`config.mk`:
```
export PLATFORM = sky130hd
export DESIGN_NAME = fetch_unit
export DESIGN_NICKNAME = d
export VERILOG_FILES = /design/src/rtl/fetch_pkg.sv /design/src/rtl/fetch_if.sv /design/src/rtl/fetch_pc_seq.sv /design/src/rtl/fetch_line_filter.sv /design/src/rtl/fetch_stage_reg.sv /design/src/rtl/fetch_unit.sv
export VERILOG_INCLUDE_DIRS = /design/src /design/src/rtl
export SDC_FILE = /design/constraint.sdc
export NUM_CORES = 1
export LEC_CHECK = 0
export BUFFER_PORTS_ARGS = -buffer_cell sky130_fd_sc_hd__buf_2
export CAP_MARGIN = 25
export CORE_AREA = 2 2 220 222
export DETAILED_ROUTE_END_ITERATION = 8
export DIE_AREA = 0 0 222 224
export MAX_ROUTING_LAYER = met4
export PLACE_DENSITY = 0.59
export SYNTH_ARGS = -nofsm -noshare
export SYNTH_HDL_FRONTEND = slang
export SYNTH_HIERARCHICAL = 1
export SYNTH_SLANG_ARGS = --single-unit
```
`constraint.sdc`:
```
create_clock -name clk -period 13.1 [get_ports clk]
set_input_delay 2.62 -clock clk [delete_from_list [all_inputs] [get_ports clk]]
set_output_delay 2.62 -clock clk [all_outputs]
set_load 0.1 [all_outputs]
```
`src/rtl/fetch_defs.svh`:
```
`ifndef FETCH_DEFS_SVH
`define FETCH_DEFS_SVH

// ==============================
// Fetch stage widths and sizes
// ==============================

// Address and branch number widths
`define FETCH_PC_W 32
`define FETCH_BNO_W 5

// Every instruction is one fixed-size word, four to a line
`define FETCH_SLOTS 4
`define FETCH_INSN_W 32
`define FETCH_LINE_W (`FETCH_INSN_W * `FETCH_SLOTS)
`define FETCH_INJ_W (`FETCH_INSN_W * `FETCH_SLOTS / 2)

// Byte step from slot to slot and from line to line
`define FETCH_INSN_BYTES 4
`define FETCH_LINE_BYTES (`FETCH_INSN_BYTES * `FETCH_SLOTS)

// Where fetch starts, and how many bundles are NOP-filled while the pipe warms up
`define FETCH_RST_PC 32'h0000_0100
`define FETCH_RST_FILL 4

`endif

```
`src/rtl/fetch_pkg.sv`:
```
`include "fetch_defs.svh"

package fetch_pkg;

	// ==============================
	// Scalar types
	// ==============================

	// One fetch address, and the branch number that tags its path
	typedef logic [`FETCH_PC_W-1:0] pc_t;
	typedef logic [`FETCH_BNO_W-1:0] bno_t;

	// One fixed-width instruction word
	typedef logic [`FETCH_INSN_W-1:0] insn_t;

	// PC together with the branch number it was fetched under
	typedef struct packed {
		pc_t pc;
		bno_t bno;
	} pc_addr_t;

	// ==============================
	// Line and bundle types
	// ==============================

	// Slot 0 sits in the low word of the line
	typedef insn_t [`FETCH_SLOTS-1:0] fetch_line_t;

	// An injected line fills only the lower half of the slots
	typedef insn_t [`FETCH_SLOTS/2-1:0] inject_line_t;

	// One PC per slot
	typedef pc_t [`FETCH_SLOTS-1:0] slot_pcs_t;

	// Everything the stage hands downstream in one transfer
	typedef struct packed {
		pc_addr_t base;
		slot_pcs_t slot_pc;
		fetch_line_t line;
		logic nop_fill;
		logic injected;
	} fetch_bundle_t;

	// Word placed in every slot that carries no real instruction
	localparam insn_t OP_NOP = 32'h0000_0013;

endpackage

```
`src/rtl/fetch_if.sv`:
```
`timescale 1ns/1ns

// ==============================
// PC path
// ==============================

// Carries the current fetch PC from the sequencer to the stage register,
// and the advance request back the other way
interface fetch_pc_if;
	import fetch_pkg::*;

	// PC and branch number presented to the instruction source this cycle
	pc_addr_t cur;
	// High when the line at cur was consumed by the stage this cycle
	logic advance;
	// Redirect request from outside the fetch stage
	logic redirect_valid;
	pc_t redirect_pc;

	// The sequencer owns cur and follows advance and redirect
	modport seq (
		output cur,
		input advance,
		input redirect_valid,
		input redirect_pc
	);

	// The stage reads cur and decides when it has been used
	modport stage (
		input cur,
		output advance
	);
endinterface

// ==============================
// Line path
// ==============================

// Carries the filtered line and its flags from the filter to the stage register
interface fetch_line_if;
	import fetch_pkg::*;

	// Selected line for the current PC
	fetch_line_t line;
	// Line is all NOPs, either from reset fill or a kill
	logic nop_fill;
	// Line came from the inject port rather than the source
	logic injected;
	// High when the stage captured a bundle this cycle
	logic take;

	modport filter (
		output line,
		output nop_fill,
		output injected,
		input take
	);

	modport stage (
		input line,
		input nop_fill,
		input injected,
		output take
	);
endinterface

```
`src/rtl/fetch_pc_seq.sv`:
```
`timescale 1ns/1ns
`include "fetch_defs.svh"

// Fetch PC sequencer.
// Holds the PC being fetched and the branch number of the current path.
// A redirect always wins and starts a new path, so every redirect gets
// a fresh branch number that later stages can use to stomp old work.
module fetch_pc_seq (
	input logic clk,
	input logic rst,
	fetch_pc_if.seq pc_if
);
	import fetch_pkg::*;

	// ==============================
	// State
	// ==============================

	// Registered PC and branch number
	pc_addr_t cur_q;

	// Next value of the PC on a sequential step
	pc_t seq_pc;

	// Line step is a whole line of bytes
	assign seq_pc = cur_q.pc + `FETCH_PC_W'(`FETCH_LINE_BYTES);

	// ==============================
	// Update
	// ==============================

	always_ff @(posedge clk) begin
		if (rst) begin
			// Fetch starts at the reset vector on path number one
			cur_q.pc <= `FETCH_RST_PC;
			cur_q.bno <= `FETCH_BNO_W'(1);
		end else if (pc_if.redirect_valid) begin
			// Redirect is taken even while the stage is stalled
			cur_q.pc <= pc_if.redirect_pc;
			// Branch number wraps naturally at its width
			cur_q.bno <= cur_q.bno + `FETCH_BNO_W'(1);
		end else if (pc_if.advance) begin
			// The stage used this line, so move on to the next one
			cur_q.pc <= seq_pc;
		end
	end

	// Without advance or redirect the PC simply holds.
	// That covers both back-pressure and injected bundles, which replay
	// the same PC on the following cycle

	// The current PC goes straight out to the source and the stage
	assign pc_if.cur = cur_q;

endmodule

```
`src/rtl/fetch_line_filter.sv`:
```
`timescale 1ns/1ns
`include "fetch_defs.svh"

// Line filter.
// Picks the line that enters the next bundle: a NOP fill while the pipe
// warms up after reset, an injected half line, a NOP fill on a kill, or
// else the line returned by the instruction source.
module fetch_line_filter (
	input logic clk,
	input logic rst,
	input logic [`FETCH_BNO_W-1:0] cur_bno_i,
	input fetch_pkg::fetch_line_t line_i,
	input logic hit_i,
	input logic flush_i,
	input logic nmi_i,
	input logic stomp_valid_i,
	input logic [`FETCH_BNO_W-1:0] stomp_bno_i,
	input logic inject_valid_i,
	input fetch_pkg::inject_line_t inject_line_i,
	fetch_line_if.filter line_if
);
	import fetch_pkg::*;

	// Counter just wide enough to reach the fill length
	localparam int FILL_W = $clog2(`FETCH_RST_FILL + 1);

	// A line of nothing but NOPs
	localparam fetch_line_t NOP_LINE = {`FETCH_SLOTS{OP_NOP}};

	logic [FILL_W-1:0] fill_cnt;
	logic in_fill;
	logic kill;
	fetch_line_t inj_line;

	// ==============================
	// Post-reset fill counter
	// ==============================

	assign in_fill = fill_cnt < FILL_W'(`FETCH_RST_FILL);

	// Counts captured bundles and stops once the fill is done
	always_ff @(posedge clk) begin
		if (rst)
			fill_cnt <= '0;
		else if (line_if.take && in_fill)
			fill_cnt <= fill_cnt + FILL_W'(1);
	end

	// ==============================
	// Selection
	// ==============================

	// A stomp only kills lines fetched on some other path
	assign kill = !hit_i || flush_i || nmi_i ||
		(stomp_valid_i && (cur_bno_i != stomp_bno_i));

	// Injected words go in the low slots, NOPs above them
	always_comb begin
		inj_line = NOP_LINE;
		for (int k = 0; k < `FETCH_SLOTS/2; k++)
			inj_line[k] = inject_line_i[k];
	end

	// Priority is fill, then inject, then kill, then the fetched line
	always_comb begin
		line_if.line = line_i;
		line_if.nop_fill = 1'b0;
		line_if.injected = 1'b0;
		if (in_fill) begin
			line_if.line = NOP_LINE;
			line_if.nop_fill = 1'b1;
		end else if (inject_valid_i) begin
			line_if.line = inj_line;
			line_if.injected = 1'b1;
		end else if (kill) begin
			line_if.line = NOP_LINE;
			line_if.nop_fill = 1'b1;
		end
	end

endmodule

```
`src/rtl/fetch_stage_reg.sv`:
```
`timescale 1ns/1ns
`include "fetch_defs.svh"

// Fetch stage register.
// Joins the current PC and the filtered line into one bundle, works out
// the PC of every slot, and holds the bundle until downstream accepts it.
module fetch_stage_reg (
	input logic clk,
	input logic rst,
	fetch_pc_if.stage pc_if,
	fetch_line_if.stage line_if,
	input logic inject_valid_i,
	output fetch_pkg::fetch_bundle_t bundle_o,
	output logic valid_o,
	input logic ready_i
);
	import fetch_pkg::*;

	// Stage loads a new bundle this cycle
	logic take;

	// Slot PCs for the line at the current PC
	slot_pcs_t slot_pc;

	// Held bundle and its valid flag
	fetch_bundle_t bundle_q;
	logic valid_q;

	// ==============================
	// Handshake
	// ==============================

	// Capture when empty or when the held bundle leaves this cycle
	assign take = !valid_q || ready_i;

	// The filter counts fill bundles on take
	assign line_if.take = take;

	// An injected bundle leaves the PC where it is, so the
	// fetched line at that PC comes through on a later cycle
	assign pc_if.advance = take && !inject_valid_i;

	// ==============================
	// Slot PC expansion
	// ==============================

	// Slot k sits k instruction words above the base PC
	always_comb begin
		for (int k = 0; k < `FETCH_SLOTS; k++)
			slot_pc[k] = pc_if.cur.pc + `FETCH_PC_W'(k * `FETCH_INSN_BYTES);
	end

	// ==============================
	// Registers
	// ==============================

	// Once something is captured the source keeps the stage full,
	// so valid only drops through reset
	always_ff @(posedge clk) begin
		if (rst)
			valid_q <= 1'b0;
		else if (take)
			valid_q <= 1'b1;
	end

	// Payload loads on take and otherwise holds under back-pressure
	always_ff @(posedge clk) begin
		if (take) begin
			bundle_q.base <= pc_if.cur;
			bundle_q.slot_pc <= slot_pc;
			bundle_q.line <= line_if.line;
			bundle_q.nop_fill <= line_if.nop_fill;
			bundle_q.injected <= line_if.injected;
		end
	end

	assign bundle_o = bundle_q;
	assign valid_o = valid_q;

endmodule

```
`src/rtl/fetch_unit.sv`:
```
`timescale 1ns/1ns
`include "fetch_defs.svh"

// Fetch unit top level.
// The PC sequencer and the line filter both work on the current PC in
// the same cycle, and the stage register combines what they produce into
// one bundle that goes out over valid/ready.
module fetch_unit (
	input logic clk,
	input logic rst,

	// Redirect from later in the pipeline
	input logic redirect_valid_i,
	input logic [`FETCH_PC_W-1:0] redirect_pc_i,

	// Instruction source, answered within the same cycle
	output logic [`FETCH_PC_W-1:0] fetch_pc_o,
	input fetch_pkg::fetch_line_t line_i,
	input logic hit_i,

	// Injected half line
	input logic inject_valid_i,
	input fetch_pkg::inject_line_t inject_line_i,

	// Kill sources
	input logic flush_i,
	input logic nmi_i,
	input logic stomp_valid_i,
	input logic [`FETCH_BNO_W-1:0] stomp_bno_i,

	// Bundle output
	output logic out_valid_o,
	input logic out_ready_i,
	output logic [`FETCH_PC_W-1:0] out_pc_o,
	output logic [`FETCH_BNO_W-1:0] out_bno_o,
	output fetch_pkg::slot_pcs_t out_slot_pc_o,
	output fetch_pkg::fetch_line_t out_line_o,
	output logic out_nop_fill_o,
	output logic out_injected_o
);
	import fetch_pkg::*;

	// ==============================
	// Internal paths
	// ==============================

	fetch_pc_if pc_bus ();
	fetch_line_if line_bus ();

	// Bundle as it leaves the stage register
	fetch_bundle_t bundle;

	// Redirect enters through the sequencer side of the PC path
	assign pc_bus.redirect_valid = redirect_valid_i;
	assign pc_bus.redirect_pc = redirect_pc_i;

	// The source sees the live PC
	assign fetch_pc_o = pc_bus.cur.pc;

	// ==============================
	// Instances
	// ==============================

	fetch_pc_seq u_pc_seq (
		.clk(clk),
		.rst(rst),
		.pc_if(pc_bus.seq)
	);

	// The filter needs the current branch number for the stomp test
	fetch_line_filter u_line_filter (
		.clk(clk),
		.rst(rst),
		.cur_bno_i(pc_bus.cur.bno),
		.line_i(line_i),
		.hit_i(hit_i),
		.flush_i(flush_i),
		.nmi_i(nmi_i),
		.stomp_valid_i(stomp_valid_i),
		.stomp_bno_i(stomp_bno_i),
		.inject_valid_i(inject_valid_i),
		.inject_line_i(inject_line_i),
		.line_if(line_bus.filter)
	);

	fetch_stage_reg u_stage_reg (
		.clk(clk),
		.rst(rst),
		.pc_if(pc_bus.stage),
		.line_if(line_bus.stage),
		.inject_valid_i(inject_valid_i),
		.bundle_o(bundle),
		.valid_o(out_valid_o),
		.ready_i(out_ready_i)
	);

	// Bundle fields broken out onto plain ports
	assign out_pc_o = bundle.base.pc;
	assign out_bno_o = bundle.base.bno;
	assign out_slot_pc_o = bundle.slot_pc;
	assign out_line_o = bundle.line;
	assign out_nop_fill_o = bundle.nop_fill;
	assign out_injected_o = bundle.injected;

endmodule

```
**Word level (Yosys, flattened, before mapping)**

Index checks and enable logic that the tools add are counted.

- Shift operators: 0
- Reductions and logical operators: 12
- $add $sub $neg: 6
- Magnitude comparators: 1
- $mul: 0
- Bitwise gates (word level): 0
- Divide/modulo/power cells: 0
- Muxes and demuxes: 7
- Eq/ne operators: 1

Operator list:

| operator | count |
|---|---|
| $mux W64 | 2 |
| $add A32 B4 Y32 const B | 2 |
| $mux W32 | 2 |
| $add A32 B3 Y32 const B | 1 |
| $add A32 B5 Y32 const B | 1 |
| $add A5 B1 Y5 const B | 1 |
| $ne A5 B5 Y1 | 1 |
| $logic_or A1 B1 Y1 | 4 |
| $add A3 B1 Y3 const B | 1 |
| $logic_and A1 B1 Y1 | 3 |
| $logic_not A1 Y1 | 3 |
| $lt A3 B3 Y1 const B | 1 |
| $mux W1 | 3 |
| $reduce_or A3 Y1 | 1 |
| $reduce_bool A2 Y1 | 1 |

- Memory bits (writable): 0
- Latch bits: 0
- Bits in registers: 304
- Output and inout bits: 328
- Bits in read-only memories: 0
- Memories: 0

**Longest topological paths before layout**

Gate-level depths: netlist of the first run.

- Word-level depth: 6
- Gate-level depth with buffers: 7
- Mapped depth without buffers: 6

**Hierarchy**

The synthesis of the first run kept the hierarchy.

Modules (own cells, without submodules):

| module | instances | seq. area each (um^2) | cells each | area each (um^2) |
|---|---|---|---|---|
| fetch_stage_reg | 1 | 7677.4 | 552 | 9769.4 |
| fetch_pc_seq | 1 | 740.7 | 236 | 2014.4 |
| fetch_line_filter | 1 | 60.1 | 189 | 1447.6 |

**Worst setup path before layout of the first run**

No wires, ideal clock.

- Kind: input to register
- From: input out_ready_i
- To: register u_pc_seq.cur_q, in the netlist u_pc_seq/pc_if.cur[32]
- Arrival: 10503 ps
- Setup slack: 2506 ps
- Data required time: 13009 ps
- Setup time: 91 ps
- Stages on the path: 7
- Buffers on the path: 1
- Cell sequence: nand2b_1 > nor2b_1 > and3_1 > nand4_1 > buf_2 > or4_1 > a311oi_1

- Cells in the longest elaborated chain, start to end: 3

RTL lines:

| item | line | source |
|---|---|---|
| start, declared | fetch_unit.sv:33 | `input logic out_ready_i,` |
| $logic_or A1 B1 Y1 | fetch_stage_reg.sv:34 | `assign take = !valid_q \|\| ready_i;` |
| $logic_and A1 B1 Y1 | fetch_stage_reg.sv:41 | `assign pc_if.advance = take && !inject_valid_i;` |
| via pc_bus.advance | fetch_if.sv:15 | `logic advance;` |
| $reduce_bool A2 Y1 (no line) | - |  |
| end, declared | fetch_pc_seq.sv:20 | `pc_addr_t cur_q;` |

The timed path passes the listed nets, and every way through them passes these cells.
A chain may end at the register's enable or synchronous reset.

**Worst setup path in the final report of the first run**

- From: input out_ready_i
- To: register u_stage_reg.bundle_q, in the netlist u_stage_reg/bundle_o[170] (enable)

- Cells in the longest elaborated chain, start to end: 1

RTL lines:

| item | line | source |
|---|---|---|
| $logic_or A1 B1 Y1 | fetch_stage_reg.sv:34 |  |
| via line_bus.take | fetch_if.sv:50 | `logic take;` |
| end, declared | fetch_stage_reg.sv:26 | `fetch_bundle_t bundle_q;` |

The timed path passes the listed nets, and every way through them passes these cells.

==> results list, run 1 <==
- Setup_tns: 0 ns
- At the worst endpoint, the required time is ~13 ns.
- Summed over its instances, the top area cell type makes up about 58% of the synthesized netlist area.
* Average vias per placed instance: around 4.9
- After detailed routing, the number of remaining DRC violations is 0.
- CTS clock-pin slew for the worst setup and hold paths: ~0.050 ns
- TritonCTS built the clock tree.
- Area leader, netlist: sky130_fd_sc_hd__edfxtp_1
- The initial antenna violation count came to 8.
- Overall Power: approximately 2.7 mW
- Clk Latency, worst-skew pair: between 0.5 and 0.6 ns
- Core box area: between 40000 and 50000 um^2
* Most instantiated library cell after synthesis: sky130_fd_sc_hd__edfxtp_1
- Power density of the placed cells: 158 nW/um^2
* Share of synthesized flip-flops with an asynchronous set or reset: 0%
- In the global route stage, overall resource usage came out at around 18%.
- Hold depth: 0
- Global-route wire length before repair: 63500 um
- Along the worst path, the maximum fanout reaches 69.
- The final count of hold timing violations was 0.
* Crit path kind: in2reg
- At the pin with the least slew margin, the transition time is between 1 and 1.5 ns.
* Yosys synthesis warning count: 6
- Vias: about 10000
* Placement-stage cell area: 16300 um^2
- In this run, synthesis produced a sequential element count of just under 300.
- Synthesized netlist cell count: roughly 1000
- Count of boundary I/O pins: ~570
- The count of final max-slew check failures is 0.
- Summed over all layers, the global routing overflow is 0.
- # rows: 80
* DRT Pass-1 Iters: 7
- Initial Utilization: 27.9%
- Final setup violation count: 0
- Count of buffers from port buffering: about 570
- For this block, the routed nets add up to 45000 um of wire.
- Layout-stage area growth over the synthesis result: 31.6%
* Max-cap viol count: 0
- Type of element launching the critical path: input pin
- Postcts setup bufs: 0
- Entering global routing, the biggest net connects roughly 120 pins.
- Fraction of the yosys area taken by sequential cells: around 64%
- Period minus WS final: approximately 4.9 ns
* Clock sinks: 296
- Die Span Y: 224 um
- The clock passes through at most 3 buffers.
- At the end of routability-driven placement, the weighted congestion stood at approximately 0.87.
- Clock buffers created by TritonCTS: 34
- Average routed wire per standard cell: 21.2 um
- Post-CTS repair changed the size of 0 cells.
- Filler cell count in the final layout: about 4700
* Max Clk Rate: approximately 0.20 GHz
* Unrepaired setup endpoints after global routing: false
- STA classifies the critical path endpoint as a register.
- Leading register cell type out of synthesis: sky130_fd_sc_hd__edfxtp_1
* Clock Skew: around 0.024 ns
- Net Count, Synth: 1222
- Vias in the first global route: between 9000 and 10000
- The count of nets left with antenna violations once routing finished came out at 0.
- The commonest cells after synthesis are sky130_fd_sc_hd__edfxtp_1, sky130_fd_sc_hd__and3_1, sky130_fd_sc_hd__xnor2_1.
* Arrival time of data at the critical path endpoint: 5.05 ns
* Length in cells of the worst reg-to-reg path: 3
- Clock tree synthesis selected as its root buffer the cell sky130_fd_sc_hd__clkbuf_16.
- Summed over all cells, the static leakage comes to ~7.6 nW.
* Nets@finish: 1727
- Cell area after layout: around 17000 um^2
- First DRT Iteration DRCs: around 1100
- Relative slew margins: between 20 and 30%
- Final worst-path cycle share: approximately 38%
- The min-delay analysis places its worst path in the category reg2reg.
- Number of buffers inserted by hold repair at cts: 0
- Cells with a size suffix above 1 make up between 40% and 50% of the layout.
- Cells taking the most area after synthesis: sky130_fd_sc_hd__edfxtp_1, sky130_fd_sc_hd__dfxtp_1, sky130_fd_sc_hd__a32o_1, sky130_fd_sc_hd__xnor2_1, sky130_fd_sc_hd__and3_1
- Total Die Area: about 50000 um^2
* Mean instance size in the synthesized netlist: 13.5 um^2
* Post-DP HPWL: roughly 33000 um
* Unique masters post-synth: 57
- The H-tree generated during clock tree synthesis spans 2 levels.
- The synthesized netlist occupies a cell area of about 13000 um^2.
- Run status: completed
- Number of enable flip-flop cells after synthesis: between 200 and 300
- VDD sags by at most just under 90 uV.
- The floorplan step set the die width to approximately 220 um.
metal layers:
| layer | track usage (%) | share of wire (%) | up-vias |
|---|---|---|---|
| met5 | - | 0 | - |
| met4 | 5.47 | 2.4 | 0 |
| met3 | 4.89 | 8.7 | 72 |
| met2 | 26.4 | 46 | 541 |
| met1 | 23.0 | 43 | 5057 |
| li1 | - | - | 4710 |
cell type report:
type	count	area [um^2]	share of cell area, %
diodes	8	20.0	0.115
clock buffers	43	926	5.32
clock inverters	16	106	0.611
inverters	11	41.3	0.237
multi-input cells	548	4000	23.0
flip-flops and latches	296	8480	48.7
well taps	615	769	4.42
repair buffers	591	3080	17.7
where the power goes:
| group | internal [mW] | switching [mW] |
|---|---|---|
| Sequential | 1.09 | 0.0402 |
| Clock | 0.519 | 0.380 |
| Combinational | 0.102 | 0.617 |
cells in the final DEF (no fill, tap or decap), types with 7 or more instances in the layout:
master | netlist | layout
sky130_fd_sc_hd__nor4_1 | 7 | 7
sky130_fd_sc_hd__nand4_1 | 29 | 29
sky130_fd_sc_hd__a21oi_1 | 10 | 10
sky130_fd_sc_hd__buf_4 | 52 | 23
sky130_fd_sc_hd__or3_1 | 10 | 10
sky130_fd_sc_hd__mux2i_1 | 8 | 8
sky130_fd_sc_hd__nor3_1 | 8 | 8
sky130_fd_sc_hd__or4_1 | 10 | 10
sky130_fd_sc_hd__clkbuf_16 | 0 | 35
sky130_fd_sc_hd__xnor2_1 | 62 | 62
sky130_fd_sc_hd__diode_2 | 0 | 8
sky130_fd_sc_hd__o31ai_1 | 7 | 7
sky130_fd_sc_hd__nand3_1 | 23 | 23
sky130_fd_sc_hd__dfxtp_1 | 41 | 41
sky130_fd_sc_hd__a311oi_1 | 10 | 10
sky130_fd_sc_hd__and3_1 | 66 | 66
sky130_fd_sc_hd__a32o_1 | 58 | 58
sky130_fd_sc_hd__ha_1 | 7 | 7
sky130_fd_sc_hd__nand2_1 | 58 | 58
sky130_fd_sc_hd__inv_1 | 10 | 10
sky130_fd_sc_hd__nor2_1 | 50 | 50
sky130_fd_sc_hd__buf_2 | 20 | 565
sky130_fd_sc_hd__a211oi_1 | 8 | 8
sky130_fd_sc_hd__xor2_1 | 42 | 42
sky130_fd_sc_hd__edfxtp_1 | 255 | 255
sky130_fd_sc_hd__clkinv_1 | 0 | 7
cells by family (layout without fill, tap and decap cells):
group,count (synthesis),count (layout),synth area share [%]
flip-flops,296,296,64.1
multiplexers,8,8,0.605
buffers and inverters,133,661,5.84
AND/OR/NAND/NOR,311,311,14.1
adder cells (fa/ha/maj),7,7,0.662
other,0,8,0
XOR/XNOR,104,104,6.88
AO/OA/AOI/OAI,118,118,7.78
worst max-delay path: stages:
cell and delay, ns:
sky130_fd_sc_hd__buf_2 0.08, sky130_fd_sc_hd__nand2b_4 0.58, sky130_fd_sc_hd__buf_4 0.79, sky130_fd_sc_hd__buf_4 0.82
path summary, 6_finish.rpt:
check	startpoint	end	slack [ns]
setup / recovery	out_ready_i	u_stage_reg/bundle_o[170]	8.19
hold / removal	u_pc_seq/pc_if.cur[6]	u_stage_reg/bundle_o[131]	0.47
setup reg to reg	u_stage_reg/valid_o	u_stage_reg/bundle_o[170]	9.96
hold reg to reg	u_pc_seq/pc_if.cur[6]	u_stage_reg/bundle_o[131]	0.47
state kept, by name (all words and copies together) (netlist names):
register,count
u_pc_seq/pc_if.cur,37
u_stage_reg/valid_o,1
u_stage_reg/bundle_o,255
u_line_filter/fill_cnt,3
per-stage QoR:
step	cells	setup slack [ns]	hold WS (ns)	utilization (%)
after floorplan	977	2.51	0.465	-
final	2128	8.19	0.469	36.8
after global placement	2058	7.68	0.441	34.4
after detailed placement	2059	7.63	0.461	34.5
after CTS	2118	8.19	0.467	36.6
after global routing	2127	7.97	0.498	36.8
(Power assumes the default switching activity.)
==> run 2: changes to the inputs <==
Settings changed: CORE_AREA 2 2 220 222 to 2 2 223 225, DIE_AREA 0 0 222 224 to 0 0 225 227.
Clock period 13.1 ns to 4.25 ns, I/O delays scaled along.
==> run 2 against run 1 <==
  * Utilization fell by 0.89 points
  * Non-clock buffer count fell by 8
  * Combinational power rose to 3.0 times the previous value
  * Critical path depth fell by 3
  * Die area rose by 2.7%
  * Critical path type is now reg2out
  * Critical endpoint is now fetch_pc_o[17]
  * Largest cell class unchanged
  * Largest power group unchanged
==> results list, run 2 (synthesis results as in run 1) <==
* Run status: completed
* Arrival time of data at the critical path endpoint: 2.14 ns (-2.91 ns)
* Most common library cell in the layout ignoring fill and taps: sky130_fd_sc_hd__buf_2
- The initial antenna violation count was 3 (-5).
- The required arrival time at the worst endpoint was 3.40 ns (-9.84 ns).
- CTS H-tree depth: 2 (unchanged)
* Leakage power figure: 7.64 nW (about the same)
- For this run, the top clock speed supported by timing is between 0.3 and 0.4 GHz.
* Path type of the worst min-delay path: reg2reg
- Clock tree from TritonCTS: built
* Worst reg-to-reg setup slack: 1.46 ns (-8.50 ns)
- Maximum fanout along the worst path: 15 (-78%)
- The most critical setup path has its endpoint at fetch_pc_o[17].
- Total detailed-routing wirelength: 48500 um (+7.8%)
- The total setup violations reported at the end of the flow is 0 (unchanged).
- Die boundary width: 225 um (+1.4%)
- The weighted congestion at the end of routability-driven global placement came to 0.924 (+6.5%).
- Crit path kind: reg2out
- Final cell count without fillers: 2127 (-0.047%)
- The via density per instance is 4.88 (+0.10%).
* First DRT Iteration DRCs: 786 (-27%)
- On the critical path the largest part of the delay comes from flip-flops.
- CTS clock-pin slew for the worst setup and hold paths: 0.06 ns (about the same)
- The number of I/O pins was 566 (unchanged).
* Type of element launching the critical path: register
- Root buffer cell: sky130_fd_sc_hd__clkbuf_16
* DRC violation count after routing: 0 (unchanged)
* Post-DP HPWL: 35700 um (+7.8%)
* Clk Latency, worst-skew pair: 0.54 ns (about the same)
- The largest incremental delay on the critical path is 1.02 ns (+0.20 ns).
* Path length in cells of the critical path: 1 (-3)
- The die outline height was 227 um (+1.3%).
- Number of hold violations in the final report: 0 (unchanged)
- The max-capacitance violation count was 0 (unchanged).
- The effective utilization at floorplan came to 27.3% (-0.69 points).
- Final global-route overflow total: 0 (unchanged)
- The worst IR drop on VDD was 313 uV (+260%).
- The signal on the critical path passes through buf_2.
* Postcts setup bufs: 0 (unchanged)
* Average routed wire per standard cell: 22.8 um (+7.9%)
* RR Endpoint: u_pc_seq/pc_if.cur[26]
- The number of iterations in the first detailed-routing pass is 5 (-2).
- Relative slew margins: 27.5% (-1.9 points)
- Placed Cells incl. Taps: 2060 (+0.049%)
* Critical path endpoint category: primary output
- Residual antenna-violating net count after detailed routing: 0 (unchanged)
* Count of buffers from port buffering: 565 (unchanged)
- Total Die Area: 51100 um^2 (+2.7%)
- The count of final max-slew check failures was 0 (unchanged).
- Quantity of gates resized following cts: 0 (unchanged)
- Length in cells of the worst reg-to-reg path: 4 (+1)
- The global-route track usage on met2 is 31.5% (+5.1 points).
* Flip-flop count of the largest register, all copies and words added: 255 (unchanged)
* Setup_tns: 0 ns (unchanged)
- The count of clock tree sinks was 296 (unchanged).
- Clock Skew: 0.0186 ns (-0.00567 ns)
- Setup repair after global routing left no endpoint under its margin.
- In the layout the commonest cells are sky130_fd_sc_hd__buf_2, sky130_fd_sc_hd__edfxtp_1, sky130_fd_sc_hd__and3_1.
- The met3 capacity usage during global routing came to 4.25% (-0.65 points).
- The met1 global-route usage is 21.4% (-1.5 points).
- Vias: 10400 (+0.058%)
- Tracing the worst setup path back leads to its startpoint at u_pc_seq/pc_if.cur[22].
- The slowest stage of the critical path is the sky130_fd_sc_hd__dfxtp_1 cell.
- The pin count of the biggest net entering global routing was 168 (+44%).
* # rows: 81 (+1.3%)
- The worst path uses 70.4% of the clock period.
- The via count of the first global-routing pass came to 9884 (+1.7%).
- The power density over the cells is 496 nW/um^2 (+210%).
* Number of buffers inserted by hold repair at cts: 0 (unchanged)
- Layer carrying the most global-route usage: met2
- The first-pass GRT wire length was 66700 um (+5.2%).
- The startpoint identified for the worst register-to-register timing path is u_pc_seq/pc_if.cur[14].
* Core box area: 48500 um^2 (+2.5%)
- Layout cells sized above 1: 44.1% (-0.045 points)
* Layout-stage area growth over the synthesis result: 31.7% (about the same)
* GRT Util Overall: 18.5% (+0.92 points)
- Buf/Inv on CP: 1 (-2)
* Clock Path Buffers: 3 (unchanged)
- After layout, the minimum clock period comes to between 2 and 3 ns.
- The CTS buffer count is 35 (+2.9%).
- The net count of the finished layout came to 1720 (-0.41%).
* Worst-margin pin slew: 1.09 ns (+0.0418 ns)
run 2: cell count changes in the layout (fill, tap and decap cells not counted), moves of 2 or more:
cell | previous run | this run
sky130_fd_sc_hd__buf_4 | 23 | 15
sky130_fd_sc_hd__clkbuf_8 | 2 | 0
sky130_fd_sc_hd__clkinv_1 | 7 | 5
sky130_fd_sc_hd__clkinv_2 | 5 | 8
sky130_fd_sc_hd__diode_2 | 8 | 3
run 2: metrics by stage:
stage	hold slack, ns	cell area, um^2	utilization, %	power (mW)	setup WS, ns
final	0.457	17400	35.9	8.64	1.26
after CTS	0.457	17400	35.9	8.75	1.26
after floorplan	0.465	13200	-	5.37	-0.0225
after global placement	0.435	16300	33.5	5.79	1.26
after detailed placement	0.444	16300	33.6	5.79	1.20
after global routing	0.464	17400	35.9	8.91	1.21
run 2: per-layer routing:
metal | vias up | part of all wire, %
met3 | 73 | 8.3
met2 | 565 | 50
li1 | 4687 | -
met4 | 0 | 3.4
met1 | 5061 | 38
met5 | - | 0
run 2: final cells by class:
class / count / area, um^2
Antenna cell: 3 / 7.51
Tap cell: 622 / 778
Sequential cell: 296 / 8480
Clock inverter: 21 / 178
Fill cell: 4783 / 31100
Timing Repair Buffer: 583 / 3010
Clock buffer: 43 / 927
Multi-Input combinational cell: 548 / 4010
Inverter: 11 / 41.3
run 2: worst min path at each step:
stage | start | end | cells after the start
floorplan | u_line_filter/fill_cnt[1] | u_line_filter/fill_cnt[1] | 2
global placement | u_pc_seq/pc_if.cur[5] | u_stage_reg/bundle_o[130] | 0
detailed placement | u_pc_seq/pc_if.cur[5] | u_stage_reg/bundle_o[130] | 0
CTS | u_pc_seq/pc_if.cur[5] | u_stage_reg/bundle_o[130] | 0
global route | u_pc_seq/pc_if.cur[6] | u_stage_reg/bundle_o[131] | 0
finish | u_pc_seq/pc_if.cur[6] | u_stage_reg/bundle_o[131] | 0
run 2: report_power, final:
part	switching, mW	internal, mW
sequential	0.178	3.36
combinational	1.87	0.310
clock	1.22	1.69
